`src/debug_regs_pkg.sv`:
```
`default_nettype none

package debug_regs_pkg;

	localparam int DBG_ADDR_W = 8;
	localparam int DBG_DATA_W = 32;

	// Register map
	localparam logic [DBG_ADDR_W-1:0] DBG_ADDR_CTRL = 8'h00;
	localparam logic [DBG_ADDR_W-1:0] DBG_ADDR_STATUS = 8'h04;
	localparam logic [DBG_ADDR_W-1:0] DBG_ADDR_FLAGR = 8'h08;

	// CTRL bits
	localparam int DBG_CTRL_STOP_BIT = 0;
	localparam int DBG_CTRL_START_BIT = 1;

	// STATUS bits
	localparam int DBG_STATUS_HALTED_BIT = 0;
	localparam int DBG_STATUS_PENDING_BIT = 1;
	localparam int DBG_STATUS_BUSY_BIT = 2;

	localparam logic [1:0] AXI_RESP_OKAY = 2'b00;
	localparam logic [1:0] AXI_RESP_SLVERR = 2'b10;

	typedef struct packed {
		logic stop;
		logic start;
	} dbg_cmd_t;

	typedef struct packed {
		logic [DBG_ADDR_W-1:0] awaddr;
		logic awvalid;
		logic [DBG_DATA_W-1:0] wdata;
		logic [DBG_DATA_W/8-1:0] wstrb;
		logic wvalid;
		logic bready;
		logic [DBG_ADDR_W-1:0] araddr;
		logic arvalid;
		logic rready;
	} axi_lite_req_t;

	typedef struct packed {
		logic awready;
		logic wready;
		logic [1:0] bresp;
		logic bvalid;
		logic arready;
		logic [DBG_DATA_W-1:0] rdata;
		logic [1:0] rresp;
		logic rvalid;
	} axi_lite_rsp_t;

endpackage

`default_nettype wire

```
`src/exec_types_pkg.sv`:
```
`default_nettype none

package exec_types_pkg;

	localparam int EXEC_DATA_W = 32;
	localparam int EXEC_TAG_W = 8;

	// Only the low bits of operand_b reach the shifter
	localparam int EXEC_SHAMT_W = 5;

	localparam int OP_FIFO_DEPTH = 4;
	localparam int RES_FIFO_DEPTH = 4;

	typedef enum logic [2:0] {
		ADD = 3'd0,
		SUB = 3'd1,
		AND = 3'd2,
		OR = 3'd3,
		XOR = 3'd4,
		SHL = 3'd5,
		SHR = 3'd6,
		PASS_B = 3'd7
	} exec_opcode_t;

	typedef struct packed {
		exec_opcode_t opcode;
		logic [EXEC_DATA_W-1:0] operand_a;
		logic [EXEC_DATA_W-1:0] operand_b;
		logic [EXEC_TAG_W-1:0] tag;
	} exec_op_t;

	// Carry on SUB is the borrow out of bit 31
	typedef struct packed {
		logic zero;
		logic sign;
		logic carry;
		logic overflow;
		logic parity;
	} exec_flags_t;

	typedef struct packed {
		logic [EXEC_TAG_W-1:0] tag;
		logic [EXEC_DATA_W-1:0] value;
		exec_flags_t flags;
	} exec_result_t;

endpackage

`default_nettype wire

```
`src/alu_execute.sv`:
```
`default_nettype none

module alu_execute (
	input wire iCLOCK,
	input wire inRESET,
	input wire exec_types_pkg::exec_op_t op,
	input wire op_valid,
	output logic op_ready,
	input wire issue_hold,
	output exec_types_pkg::exec_result_t res,
	output logic res_valid,
	input wire res_ready,
	output logic busy,
	output exec_types_pkg::exec_flags_t flagr
);
	import exec_types_pkg::*;

	// Stage 1 holds the operands
	logic s1_valid;
	exec_op_t s1_op;

	// Stage 2 holds the raw result
	logic s2_valid;
	logic [EXEC_TAG_W-1:0] s2_tag;
	logic [EXEC_DATA_W-1:0] s2_value;
	logic s2_carry;
	logic s2_overflow;

	logic advance;
	logic op_take;
	logic [EXEC_SHAMT_W-1:0] s1_shamt;
	logic [EXEC_DATA_W-1:0] s1_value;
	logic s1_carry;
	logic s1_overflow;

	// Both stages move together, or not at all
	assign advance = !s2_valid || res_ready;
	assign op_ready = !issue_hold && advance;
	assign op_take = op_valid && op_ready;
	assign busy = s1_valid || s2_valid;
	assign res_valid = s2_valid;

	always_comb begin
		s1_shamt = s1_op.operand_b[EXEC_SHAMT_W-1:0];
		s1_value = '0;
		s1_carry = 1'b0;
		s1_overflow = 1'b0;
		case (s1_op.opcode)
			ADD: begin
				{s1_carry, s1_value} = {1'b0, s1_op.operand_a} + {1'b0, s1_op.operand_b};
				s1_overflow = (s1_op.operand_a[EXEC_DATA_W-1] == s1_op.operand_b[EXEC_DATA_W-1])
					&& (s1_value[EXEC_DATA_W-1] != s1_op.operand_a[EXEC_DATA_W-1]);
			end
			SUB: begin
				{s1_carry, s1_value} = {1'b0, s1_op.operand_a} - {1'b0, s1_op.operand_b};
				s1_overflow = (s1_op.operand_a[EXEC_DATA_W-1] != s1_op.operand_b[EXEC_DATA_W-1])
					&& (s1_value[EXEC_DATA_W-1] != s1_op.operand_a[EXEC_DATA_W-1]);
			end
			AND: s1_value = s1_op.operand_a & s1_op.operand_b;
			OR: s1_value = s1_op.operand_a | s1_op.operand_b;
			XOR: s1_value = s1_op.operand_a ^ s1_op.operand_b;
			// Extra bit catches the last bit shifted out
			SHL: {s1_carry, s1_value} = {1'b0, s1_op.operand_a} << s1_shamt;
			SHR: {s1_value, s1_carry} = {s1_op.operand_a, 1'b0} >> s1_shamt;
			PASS_B: s1_value = s1_op.operand_b;
			default: s1_value = '0;
		endcase
	end

	always_comb begin
		res.tag = s2_tag;
		res.value = s2_value;
		res.flags.zero = (s2_value == '0);
		res.flags.sign = s2_value[EXEC_DATA_W-1];
		res.flags.carry = s2_carry;
		res.flags.overflow = s2_overflow;
		res.flags.parity = ^s2_value;
	end

	always_ff @(posedge iCLOCK or negedge inRESET) begin
		if (!inRESET) begin
			s1_valid <= 1'b0;
			s2_valid <= 1'b0;
			flagr <= '0;
		end else begin
			if (advance) begin
				s1_valid <= op_take;
				s2_valid <= s1_valid;
			end
			// Flags of the op that retires this cycle
			if (s2_valid && res_ready) begin
				flagr <= res.flags;
			end
		end
	end

	always_ff @(posedge iCLOCK) begin
		if (advance) begin
			if (op_take) begin
				s1_op <= op;
			end
			s2_tag <= s1_op.tag;
			s2_value <= s1_value;
			s2_carry <= s1_carry;
			s2_overflow <= s1_overflow;
		end
	end

endmodule

`default_nettype wire

```
`src/axi_lite_debug_port.sv`:
```
`default_nettype none

module axi_lite_debug_port (
	input wire iCLOCK,
	input wire inRESET,
	input wire debug_regs_pkg::axi_lite_req_t axi_req,
	output debug_regs_pkg::axi_lite_rsp_t axi_rsp,
	output debug_regs_pkg::dbg_cmd_t dbg_cmd,
	output logic dbg_cmd_valid,
	input wire dbg_ack,
	input wire halted,
	input wire busy,
	input wire exec_types_pkg::exec_flags_t flagr
);
	import debug_regs_pkg::*;

	logic wr_ready_q;
	logic bvalid_q;
	logic [1:0] bresp_q;
	logic rd_ready_q;
	logic rvalid_q;
	logic [1:0] rresp_q;
	logic [DBG_DATA_W-1:0] rdata_q;
	logic pending;

	logic wr_fire;
	logic rd_fire;
	logic wr_ctrl;
	logic cmd_bits_set;
	logic cmd_issue;
	logic [DBG_DATA_W-1:0] rd_word;
	logic [1:0] rd_resp;

	assign wr_fire = wr_ready_q && axi_req.awvalid && axi_req.wvalid;
	assign rd_fire = rd_ready_q && axi_req.arvalid;
	assign wr_ctrl = (axi_req.awaddr == DBG_ADDR_CTRL);
	assign cmd_bits_set = axi_req.wstrb[0] &&
		(axi_req.wdata[DBG_CTRL_STOP_BIT] || axi_req.wdata[DBG_CTRL_START_BIT]);
	// Writes that arrive while a command is pending are dropped
	assign cmd_issue = wr_fire && wr_ctrl && cmd_bits_set && !pending;

	always_comb begin
		rd_word = '0;
		rd_resp = AXI_RESP_OKAY;
		case (axi_req.araddr)
			DBG_ADDR_CTRL: rd_word = '0;
			DBG_ADDR_STATUS: begin
				rd_word[DBG_STATUS_HALTED_BIT] = halted;
				rd_word[DBG_STATUS_PENDING_BIT] = pending;
				rd_word[DBG_STATUS_BUSY_BIT] = busy;
			end
			DBG_ADDR_FLAGR: rd_word = DBG_DATA_W'(flagr);
			default: rd_resp = AXI_RESP_SLVERR;
		endcase
	end

	always_ff @(posedge iCLOCK or negedge inRESET) begin
		if (!inRESET) begin
			wr_ready_q <= 1'b0;
			bvalid_q <= 1'b0;
			rd_ready_q <= 1'b0;
			rvalid_q <= 1'b0;
			pending <= 1'b0;
			dbg_cmd_valid <= 1'b0;
		end else begin
			wr_ready_q <= axi_req.awvalid && axi_req.wvalid && !wr_ready_q && !bvalid_q;
			rd_ready_q <= axi_req.arvalid && !rd_ready_q && !rvalid_q;
			if (wr_fire) begin
				bvalid_q <= 1'b1;
			end else if (axi_req.bready) begin
				bvalid_q <= 1'b0;
			end
			if (rd_fire) begin
				rvalid_q <= 1'b1;
			end else if (axi_req.rready) begin
				rvalid_q <= 1'b0;
			end
			if (cmd_issue) begin
				pending <= 1'b1;
			end else if (dbg_ack) begin
				pending <= 1'b0;
			end
			dbg_cmd_valid <= cmd_issue;
		end
	end

	always_ff @(posedge iCLOCK) begin
		if (wr_fire) begin
			bresp_q <= wr_ctrl ? AXI_RESP_OKAY : AXI_RESP_SLVERR;
		end
		if (rd_fire) begin
			rdata_q <= rd_word;
			rresp_q <= rd_resp;
		end
		if (cmd_issue) begin
			dbg_cmd.stop <= axi_req.wdata[DBG_CTRL_STOP_BIT];
			dbg_cmd.start <= axi_req.wdata[DBG_CTRL_START_BIT];
		end
	end

	always_comb begin
		axi_rsp.awready = wr_ready_q;
		axi_rsp.wready = wr_ready_q;
		axi_rsp.bresp = bresp_q;
		axi_rsp.bvalid = bvalid_q;
		axi_rsp.arready = rd_ready_q;
		axi_rsp.rdata = rdata_q;
		axi_rsp.rresp = rresp_q;
		axi_rsp.rvalid = rvalid_q;
	end

	a_bvalid_hold: assert property (@(posedge iCLOCK) disable iff (!inRESET)
		axi_rsp.bvalid && !axi_req.bready |=> axi_rsp.bvalid && $stable(axi_rsp.bresp));

	a_rvalid_hold: assert property (@(posedge iCLOCK) disable iff (!inRESET)
		axi_rsp.rvalid && !axi_req.rready |=>
			axi_rsp.rvalid && $stable(axi_rsp.rdata) && $stable(axi_rsp.rresp));

endmodule

`default_nettype wire

```
`src/exec_debug_top.sv`:
```
`default_nettype none

module exec_debug_top (
	input wire iCLOCK,
	input wire inRESET,
	input wire exec_types_pkg::exec_op_t op_in,
	input wire op_valid,
	output wire op_ready,
	output exec_types_pkg::exec_result_t res_out,
	output wire res_valid,
	input wire res_ready,
	input wire debug_regs_pkg::axi_lite_req_t axi_req,
	output debug_regs_pkg::axi_lite_rsp_t axi_rsp
);
	import exec_types_pkg::*;
	import debug_regs_pkg::*;

	// Op queue to ALU
	exec_op_t q_op;
	logic q_op_valid;
	logic q_op_ready;

	// ALU to result queue
	exec_result_t alu_res;
	logic alu_res_valid;
	logic alu_res_ready;

	logic busy;
	exec_flags_t flagr;
	dbg_cmd_t dbg_cmd;
	logic dbg_cmd_valid;
	logic dbg_ack;
	logic issue_hold;
	logic halted;

	stream_fifo #(
		.payload_t(exec_op_t),
		.DEPTH(OP_FIFO_DEPTH)
	) op_fifo_i (
		.iCLOCK(iCLOCK),
		.inRESET(inRESET),
		.in_data(op_in),
		.in_valid(op_valid),
		.in_ready(op_ready),
		.out_data(q_op),
		.out_valid(q_op_valid),
		.out_ready(q_op_ready)
	);

	axi_lite_debug_port axi_lite_debug_port_i (
		.iCLOCK(iCLOCK),
		.inRESET(inRESET),
		.axi_req(axi_req),
		.axi_rsp(axi_rsp),
		.dbg_cmd(dbg_cmd),
		.dbg_cmd_valid(dbg_cmd_valid),
		.dbg_ack(dbg_ack),
		.halted(halted),
		.busy(busy),
		.flagr(flagr)
	);

	alu_execute alu_execute_i (
		.iCLOCK(iCLOCK),
		.inRESET(inRESET),
		.op(q_op),
		.op_valid(q_op_valid),
		.op_ready(q_op_ready),
		.issue_hold(issue_hold),
		.res(alu_res),
		.res_valid(alu_res_valid),
		.res_ready(alu_res_ready),
		.busy(busy),
		.flagr(flagr)
	);

	execute_debugger execute_debugger_i (
		.iCLOCK(iCLOCK),
		.inRESET(inRESET),
		.dbg_cmd(dbg_cmd),
		.dbg_cmd_valid(dbg_cmd_valid),
		.dbg_ack(dbg_ack),
		.issue_hold(issue_hold),
		.halted(halted),
		.busy(busy)
	);

	stream_fifo #(
		.payload_t(exec_result_t),
		.DEPTH(RES_FIFO_DEPTH)
	) res_fifo_i (
		.iCLOCK(iCLOCK),
		.inRESET(inRESET),
		.in_data(alu_res),
		.in_valid(alu_res_valid),
		.in_ready(alu_res_ready),
		.out_data(res_out),
		.out_valid(res_valid),
		.out_ready(res_ready)
	);

endmodule

`default_nettype wire

```
`src/execute_debugger.sv`:
```
`default_nettype none

module execute_debugger (
	input wire iCLOCK,
	input wire inRESET,
	input wire debug_regs_pkg::dbg_cmd_t dbg_cmd,
	input wire dbg_cmd_valid,
	output logic dbg_ack,
	output logic issue_hold,
	output logic halted,
	input wire busy
);

	typedef enum logic [1:0] {
		IDLE,
		STOP_DRAIN,
		START_ACK
	} dbg_state_t;

	dbg_state_t state;

	always_ff @(posedge iCLOCK or negedge inRESET) begin
		if (!inRESET) begin
			state <= IDLE;
			dbg_ack <= 1'b0;
			issue_hold <= 1'b0;
			halted <= 1'b0;
		end else begin
			case (state)
				IDLE: begin
					dbg_ack <= 1'b0;
					// Stop wins when both bits arrive together
					if (dbg_cmd_valid && dbg_cmd.stop) begin
						issue_hold <= 1'b1;
						state <= STOP_DRAIN;
					end else if (dbg_cmd_valid && dbg_cmd.start) begin
						issue_hold <= 1'b0;
						halted <= 1'b0;
						dbg_ack <= 1'b1;
						state <= START_ACK;
					end
				end
				STOP_DRAIN: begin
					// Wait for both ALU stages to empty
					if (!busy) begin
						halted <= 1'b1;
						dbg_ack <= 1'b1;
						state <= IDLE;
					end
				end
				START_ACK: begin
					dbg_ack <= 1'b0;
					state <= IDLE;
				end
				default: state <= IDLE;
			endcase
		end
	end

	a_ack_single: assert property (@(posedge iCLOCK) disable iff (!inRESET)
		dbg_ack |=> !dbg_ack);

endmodule

`default_nettype wire

```
`src/stream_fifo.sv`:
```
`default_nettype none

module stream_fifo #(
	parameter type payload_t = logic [7:0],
	parameter int DEPTH = 4
) (
	input wire iCLOCK,
	input wire inRESET,
	input wire payload_t in_data,
	input wire in_valid,
	output logic in_ready,
	output payload_t out_data,
	output logic out_valid,
	input wire out_ready
);

	localparam int PTR_W = (DEPTH > 1) ? $clog2(DEPTH) : 1;
	localparam int CNT_W = $clog2(DEPTH + 1);

	payload_t mem [DEPTH];
	logic [PTR_W-1:0] wr_ptr;
	logic [PTR_W-1:0] rd_ptr;
	logic [CNT_W-1:0] count;
	logic push;
	logic pop;

	// A full buffer still takes a word when one leaves in the same cycle
	assign in_ready = (count != CNT_W'(DEPTH)) || out_ready;
	assign out_valid = (count != '0);
	assign out_data = mem[rd_ptr];
	assign push = in_valid && in_ready;
	assign pop = out_valid && out_ready;

	always_ff @(posedge iCLOCK) begin
		if (push) begin
			mem[wr_ptr] <= in_data;
		end
	end

	always_ff @(posedge iCLOCK or negedge inRESET) begin
		if (!inRESET) begin
			wr_ptr <= '0;
			rd_ptr <= '0;
			count <= '0;
		end else begin
			if (push) begin
				wr_ptr <= (wr_ptr == PTR_W'(DEPTH - 1)) ? '0 : wr_ptr + 1'b1;
			end
			if (pop) begin
				rd_ptr <= (rd_ptr == PTR_W'(DEPTH - 1)) ? '0 : rd_ptr + 1'b1;
			end
			case ({push, pop})
				2'b10: count <= count + 1'b1;
				2'b01: count <= count - 1'b1;
				default: count <= count;
			endcase
		end
	end

	a_out_stable: assert property (@(posedge iCLOCK) disable iff (!inRESET)
		out_valid && !out_ready |=> $stable(out_data));

endmodule

`default_nettype wire

```
`config.mk`:
```
export PLATFORM = sky130hd
export DESIGN_NAME = exec_debug_top
export DESIGN_NICKNAME = d
export VERILOG_FILES = /design/src/debug_regs_pkg.sv /design/src/exec_types_pkg.sv /design/src/alu_execute.sv /design/src/axi_lite_debug_port.sv /design/src/exec_debug_top.sv /design/src/execute_debugger.sv /design/src/stream_fifo.sv
export SDC_FILE = /design/constraint.sdc
export NUM_CORES = 1
export LEC_CHECK = 0
export BUFFER_PORTS_ARGS = -buffer_cell sky130_fd_sc_hd__buf_2
export CAP_MARGIN = 20
export CORE_MARGIN = 4
export CORE_UTILIZATION = 25
export CTS_CLUSTER_DIAMETER = 120
export CTS_CLUSTER_SIZE = 30
export DETAILED_ROUTE_END_ITERATION = 12
export HOLD_SLACK_MARGIN = 0.1
export PLACE_DENSITY = 0.47
export SYNTH_ARGS = -nofsm -noshare
export SYNTH_HDL_FRONTEND = slang
export SYNTH_SLANG_ARGS = --single-unit
```
`constraint.sdc`:
```
create_clock -name iCLOCK -period 8.6 [get_ports iCLOCK]
set_clock_uncertainty 0.05 [all_clocks]
set_input_delay 1.29 -clock iCLOCK [delete_from_list [all_inputs] [get_ports iCLOCK]]
set_output_delay 1.29 -clock iCLOCK [all_outputs]
set_load 0.01 [all_outputs]
```
==> results of run 1 <==
[worst register-to-register path: cells and delay by family, from the launching register on]
| family | cells | cell delay, ns |
|---|---|---|
| AO/OA/AOI/OAI | 7 | 2.55 |
| buffers and inverters | 3 | 0.90 |
| adder cells (fa/ha/maj) | 1 | 0.59 |
| flip-flops | 1 | 0.34 |
| AND/OR/NAND/NOR | 2 | 0.41 |
[final timing paths]
path / cells after the start / to / from
max in group asynchronous: 1 / op_fifo_i.rd_ptr[1] / inRESET
worst max register to register: 13 / alu_execute_i.s2_overflow / alu_execute_i.s1_op[10]
worst min register to register: 0 / alu_execute_i.s2_tag[4] / alu_execute_i.s1_op[4]
min in group asynchronous: 1 / axi_lite_debug_port_i.bvalid_q / inRESET
worst max-delay path: 13 / alu_execute_i.s2_overflow / alu_execute_i.s1_op[10]
worst min-delay path: 0 / alu_execute_i.s2_tag[4] / alu_execute_i.s1_op[4]
[per-stage QoR]
step | setup slack (ns) | hold slack [ns] | cell area, µm²
2_1_floorplan | 1.28 | 0.350 | 31700
3_3_place_gp | 3.74 | 0.354 | 34100
3_5_place_dp | 3.76 | 0.355 | 34100
4_1_cts | 3.71 | 0.378 | 34900
5_1_grt | 3.42 | 0.378 | 34900
6_report | 3.44 | 0.376 | 34900
[routing by layer]
| metal | wire [µm] | vias up |
|---|---|---|
| li1 | - | 8903 |
| met4 | 3240 | 4 |
| met1 | 40700 | 9863 |
| met5 | 31 | - |
| met2 | 44500 | 605 |
| met3 | 4860 | 140 |
[registers in the layout, summed over array words and instances (netlist names), 2 cells and up]
signal / cells
op_fifo_i.wr_ptr: 2
op_fifo_i.count: 3
axi_lite_debug_port_i.rdata_q: 5
res_fifo_i.count: 3
res_fifo_i.wr_ptr: 2
op_fifo_i.rd_ptr: 2
alu_execute_i.s1_op: 75
res_fifo_i.mem: 176
execute_debugger_i.state: 2
axi_lite_debug_port_i.dbg_cmd: 2
alu_execute_i.s2_value: 32
alu_execute_i.s2_tag: 8
alu_execute_i.flagr: 5
res_fifo_i.rd_ptr: 2
op_fifo_i.mem: 300
[cell usage after synthesis (all sizes together) (10+ instances only)]
library cell	instances	area [µm²]
a221oi	20	181
a211o	11	97.6
ha	128	1600
mux2i	62	621
nand2b	18	113
dfrtp	32	801
nor2b	10	62.6
o211ai	25	193
o21bai	12	90.1
nor2	175	657
o22ai	19	119
nand3	25	125
a211oi	24	185
nor3	28	145
a31oi	13	87.6
nand2	140	526
mux2	12	139
or3	10	67.6
inv	150	563
clkbuf	59	223
and3	12	75.1
buf	96	569
mux4	137	3090
a22oi	23	173
o21ai	132	664
a21oi	130	651
xnor2	33	289
edfxtp	602	18100
a21o	18	135
[final cells by class]
class / count / area [µm²] / share of cell area [%]
repair buffers: 203 / 1120 / 3.21
diodes: 1 / 2.50 / 0.00716
multi-input cells: 1380 / 11500 / 32.9
clock inverters: 8 / 111 / 0.319
flip-flops and latches: 634 / 18900 / 54.1
inverters: 154 / 578 / 1.65
clock buffers: 35 / 694 / 1.99
well taps: 1650 / 2060 / 5.91
[cells by family after synthesis]
logic type,after synthesis
DFF,634
AOI/OAI and AO/OA,514
and+or+nand+nor,451
buffers and inverters,309
muxes,211
adders and majority gates,133
xor gates and xnor gates,42
other,1
==> metrics.md, run 1 <==
| Metric | Value |
|---|---|
| Root Buffer | `clkbuf_16` |
| Placed insts | `4021` |
| Crit-path max FO | `52` |
| Port Buf Inserts | `161` |
| Boundary pin count | `224` |
| Endpoint class of the critical path | `flip-flop` |
| Non-filler cells in the finished layout | `4065` |
| Asr flop ratio synth | `5.05%` |
| Relative slew slack | `34.8%` |
| Horiz. Die Dim | `363 µm` |
| Via/cell ratio | `4.80` |
| Antenna viol nets, final | `0` |
| Buf/Inv on CP | `3` |
| Seq/Total Area, Yosys | `59.8%` |
| Row cnt | `130` |
| Hold Path Class | `flip-flop to flip-flop` |
| GPL Wtd Cong | `0.957` |
| Global-route wire length before repair | `137000 µm` |
| Hold_buf cts | `0` |
| Max-cap violation count | `0` |
| Residual DRC | `0` |
| Fillers | `12900` |
| Seq cells post-synth | `634` |
| Iteration-0 DRC Markers | `1995` |
| Share of cells above drive strength 1 | `17.8%` |
| Fin. Hold Viols | `0` |
| Post-Synth Adder-Cell Area | `5.36%` |
| Simple-gate area share of the yosys netlist | `6.36%` |
| Reg clk slew, reported paths | `0.12 ns` |
| Post-synthesis mux area share | `12.2%` |
| Final core utilization | `27.8%` |
| Commonest non-fill, non-tap cell in the layout | `edfxtp_1` |
| Setup bufs post-CTS | `0` |
| Top_reg_cell synth | `edfxtp_1` |
| Worst R2R Setup Slack | `3.44 ns` |
| Syn Area/Cell | `13.8 µm²` |
| TNS Setup | `0 ns` |
| Htree depth | `1` |
| Highest-delay cell along the critical path | `a311oi_1` |
| Routing usage on met1 | `19.0%` |
| Starting density of the core | `25.1%` |
| Ys Warns | `0` |
| P&R area growth vs syn | `10.6%` |
| Post-synthesis compound-gate area fraction | `10.8%` |
| Grt peak-use layer | `met2` |
| Worst Setup Start Kind | `flip-flop` |
| GR Overflow Total | `0` |
| DP HPWL | `66900 µm` |
| Vias in the first global route | `19500` |
| Critical path cell sequence | `buf_4, inv_2, buf_4, ha_1, o21ai_0, o21ai_0, nand3_1, a311oi_1, o21a_1, a41o_1, a311oi_1, nand2b_1, a32oi_1` |
| Gate Count Post-Synth | `2295` |
| Die height | `363 µm` |
| Main combinational cell family by area after synthesis | `multiplexers` |
| GRT met2 Usage | `22.6%` |
| Slew @ Worst Pin | `0.978 ns` |
| Final Cycle Share | `60.0%` |
| Worst-Skew Late Latency | `0.64 ns` |
| Met3 Usage GRT | `1.80%` |
| CTS tree | `done` |
| Final nets | `2667` |
| Netlist cell types | `88` |
| CTS sink cnt | `634` |
| Initial antenna violation count | `13` |
| Max Root-Sink Buffers | `3` |
| Core area | `126000 µm²` |
| Largest net degree at the start of global routing | `68` |
| Crit path time final | `5.16 ns` |
| Gr usage total | `13.8%` |
| Fmax | `194 MHz` |
| Mapped Area | `31600 µm²` |
| Max Slew Vio Count | `0` |
| Critical Path AT | `5.46 ns` |
| Post-synth EDFFs | `602` |
| CTS resizes | `0` |
| Critical Path RT | `8.90 ns` |
| Critical path's largest stage delay | `0.60 ns` |
| DRT Pass-1 Iters | `6` |
| Full die area | `132000 µm²` |
| Post-DR wirelength/cell | `23.0 µm` |
| Status | `finished clean` |
| Routed WL | `93400 µm` |
| Largest delay share family, worst path | `compound AO/OA/AOI/OAI gates` |
| Final setup viols | `0` |
| Most frequent cells in the layout | `602 x edfxtp_1, 175 x nor2_1, 161 x buf_2, 146 x inv_1, 140 x nand2_1` |
| Post-Synth XOR/XNOR Area | `1.16%` |
| CTS buffer count | `26` |
| Vias | `19500` |
| CP Class | `flip-flop to flip-flop` |
| RSZ-0062 raised after global routing | `no` |
Power of run 1 is not shown: default switching activity piles up to over one toggle a cycle in this logic, so the estimate is an artifact.
==> run 2, diff against run 1 <==
- ABC_AREA: not set -> 1
- clock period: 8.6 -> 4.8 ns (I/O delays scaled with it)
==> run 2 against run 1 <==
Synthesized area grew 7.1%. Hold slack got worse by 0.24 ns. Final cell count increased by 36%. Worst setup slack got worse by 2.1 ns. Largest cell class unchanged. Sequential cell count unchanged. Cell area rose by 7.3%.
==> metrics.md, run 2 <==
| Metric | Value |
|---|---|
| Port Buf Inserts | `161 (unchanged)` |
| Syn Area/Cell | `9.23 µm² (-33%)` |
| Dpl ws | `1.41 ns (-2.35 ns)` |
| Core area | `134000 µm² (+6.7%)` |
| DP HPWL | `81800 µm (+22%)` |
| Starting density of the core | `25.3% (+0.11 points)` |
| Synth top area cells | `edfxtp_1 53%, nand2_1 7.7%, nand3_1 6.0%` |
| GR Overflow Total | `0 (unchanged)` |
| CP Class | `flip-flop to primary output` |
| Biggest register | `op_fifo_i.mem` |
| Horiz. Die Dim | `376 µm (+3.4%)` |
| Full die area | `141000 µm² (+7.0%)` |
| Commonest non-fill, non-tap cell in the layout | `nand2_1` |
| CTS buffer count | `28 (+7.7%)` |
| Crit path time final | `3.44 ns` |
| Max-cap violation count | `0 (unchanged)` |
| Residual DRC | `0 (unchanged)` |
| P&R area growth vs syn | `10.8%` |
| Routed WL | `111000 µm (+19%)` |
| Global-route wire length before repair | `162000 µm (+19%)` |
| Slew @ Worst Pin | `0.929 ns (-0.0492 ns)` |
| Seq cells post-synth | `634 (unchanged)` |
| Netlist cell types | `52 (-41%)` |
| Commonest cells post-synth | `691 x nand2_1, 602 x edfxtp_1, 446 x nor2_1, 405 x nand3_1, 380 x inv_1` |
| Post-DR wirelength/cell | `20.0 µm (-13%)` |
| Final Cycle Share | `71.7%` |
| Reg clk slew, reported paths | `0.10 ns (-0.02 ns)` |
| Crit-path max FO | `28 (-46%)` |
| Antenna viol nets, final | `0 (unchanged)` |
| Max Slew Vio Count | `0 (unchanged)` |
| DRT Pass-1 Iters | `6 (unchanged)` |
| Final core utilization | `28.0% (+0.16 points)` |
| Most frequent cells in the layout | `691 x nand2_1, 602 x edfxtp_1, 438 x nor2_1, 405 x nand3_1, 376 x inv_1` |
| Post-synth top area share | `53.4% (-3.8 points)` |
| GPL Wtd Cong | `0.992 (+3.7%)` |
| Multi-input combinational cell area | `12600 µm² (+9.5%)` |
| Gate Count Post-Synth | `3664 (+60%)` |
| Die height | `376 µm (+3.4%)` |
| Fmax | `291 MHz` |
| Largest net degree at the start of global routing | `91 (+34%)` |
| Final setup margin | `1.36 ns (-2.08 ns)` |
| Via/cell ratio | `4.75 (-1.0%)` |
| Max Root-Sink Buffers | `3 (unchanged)` |
| Share of cells above drive strength 1 | `8.83% (-9.0 points)` |
| Worst Setup Start Kind | `flip-flop` |
| Top_reg_cell synth | `edfxtp_1` |
| Most frequent cell after synthesis | `nand2_1` |
| Status | `finished clean` |
| Post-synth EDFFs | `602 (unchanged)` |
| Final setup viols | `0 (unchanged)` |
| CTS sink cnt | `634 (unchanged)` |
| Iteration-0 DRC Markers | `2524 (+27%)` |
| Fillers | `14200 (+9.8%)` |
| Endpoint class of the critical path | `primary output` |
| Setup bufs post-CTS | `0 (unchanged)` |
| Root Buffer | `clkbuf_16` |
| Number of flip-flops under the largest register name | `300 (unchanged)` |
| Critical Path AT | `2.67 ns (-2.79 ns)` |
| Seq/Total Area, Yosys | `55.8% (-4.0 points)` |
| Worst R2R Setup Slack | `1.37 ns (-2.07 ns)` |
| Vias in the first global route | `24400 (+26%)` |
| Asr flop ratio synth | `5.05% (unchanged)` |
| Relative slew slack | `37.5% (+2.8 points)` |
| Row cnt | `134 (+3.1%)` |
| Ys Warns | `0 (unchanged)` |
| Hold Path Class | `input port to asynchronous set/reset pin` |
| Mapped Area | `33800 µm² (+7.1%)` |
| Initial antenna violation count | `12 (-1)` |
| Gr usage total | `15.1% (+1.3 points)` |
| RSZ-0062 raised after global routing | `no` |
| Synth area leader | `edfxtp_1` |
| Fin. Hold Viols | `0 (unchanged)` |
| CTS tree | `done` |
| Critical Path RT | `4.03 ns (-4.87 ns)` |
| Htree depth | `1 (unchanged)` |
| Largest regs | `op_fifo_i.mem x300, res_fifo_i.mem x176, alu_execute_i.s1_op x75` |
| CTS resizes | `0 (unchanged)` |
| Hold_buf cts | `0 (unchanged)` |
| Reg area | `18900 µm² (about the same)` |
| Worst-Skew Late Latency | `0.65 ns (about the same)` |
| Vias | `26300 (+35%)` |
| Final nets | `4013 (+50%)` |
| Boundary pin count | `224 (unchanged)` |
## run 2: cell type report
| class | count | share of cell area (%) |
|---|---|---|
| Antenna cell | 3 | 0.0200 |
| Clock buffer | 36 | 2.01 |
| Clock inverter | 9 | 0.354 |
| Inverter | 388 | 3.90 |
| Multi-Input combinational cell | 2458 | 33.5 |
| Sequential cell | 634 | 50.4 |
| Tap cell | 1768 | 5.90 |
| Timing Repair Buffer | 235 | 3.93 |
## run 2: cells by family (layout without fill, tap and decap cells)
kind of cell / Yosys count / after routing / share of synthesized area [%]
and+or+nand+nor: 1658 / 1658 / 20.8
DFF: 634 / 634 / 55.8
AOI/OAI and AO/OA: 608 / 608 / 10.0
buffers and inverters: 600 / 668 / 7.59
adders and majority gates: 132 / 132 / 4.97
xor gates and xnor gates: 31 / 31 / 0.803
other: 1 / 32 / 0.0111
## run 2: path summary, 6_finish.rpt
path / depth (start not counted) / endpoint / from
max: 5 / res_out[20] / res_fifo_i.rd_ptr[1]
min: 1 / op_fifo_i.count[2] / inRESET
max reg2reg: 14 / alu_execute_i.s2_value[20] / alu_execute_i.s1_op[8]
min reg2reg: 0 / alu_execute_i.s2_tag[7] / alu_execute_i.s1_op[7]
max in group asynchronous: 1 / op_fifo_i.rd_ptr[0] / inRESET
min in group iCLOCK: 2 / axi_lite_debug_port_i.rvalid_q / axi_req[0]
## run 2: critical path, cell delays in order, from the launching register on
cell	delay, ns
dfrtp_1	0.43
inv_1	0.51
buf_4	0.44
o21ai_0	0.15
o22ai_1	0.30
buf_2	0.21
## run 2: routing by layer
layer	wire, µm	track usage, %	up-vias
li1	-	-	12600
met5	62	0	-
met3	6540	2.24	168
met2	50000	24.0	831
met1	49600	20.9	12700
met4	4650	5.47	10
## run 2: per-stage QoR
stage                     cell area [µm²]  std cells  setup TNS [ns]  hold slack [ns]
after detailed placement            36600       5482               0            0.357
final                               37500       5531               0            0.139
after global routing                37500       5528               0            0.173
after floorplan                     33900       3692         -432.54            0.350
after CTS                           37500       5527               0            0.140
after global placement              36600       5482               0            0.354
Power of run 2 is left out for the same reason.
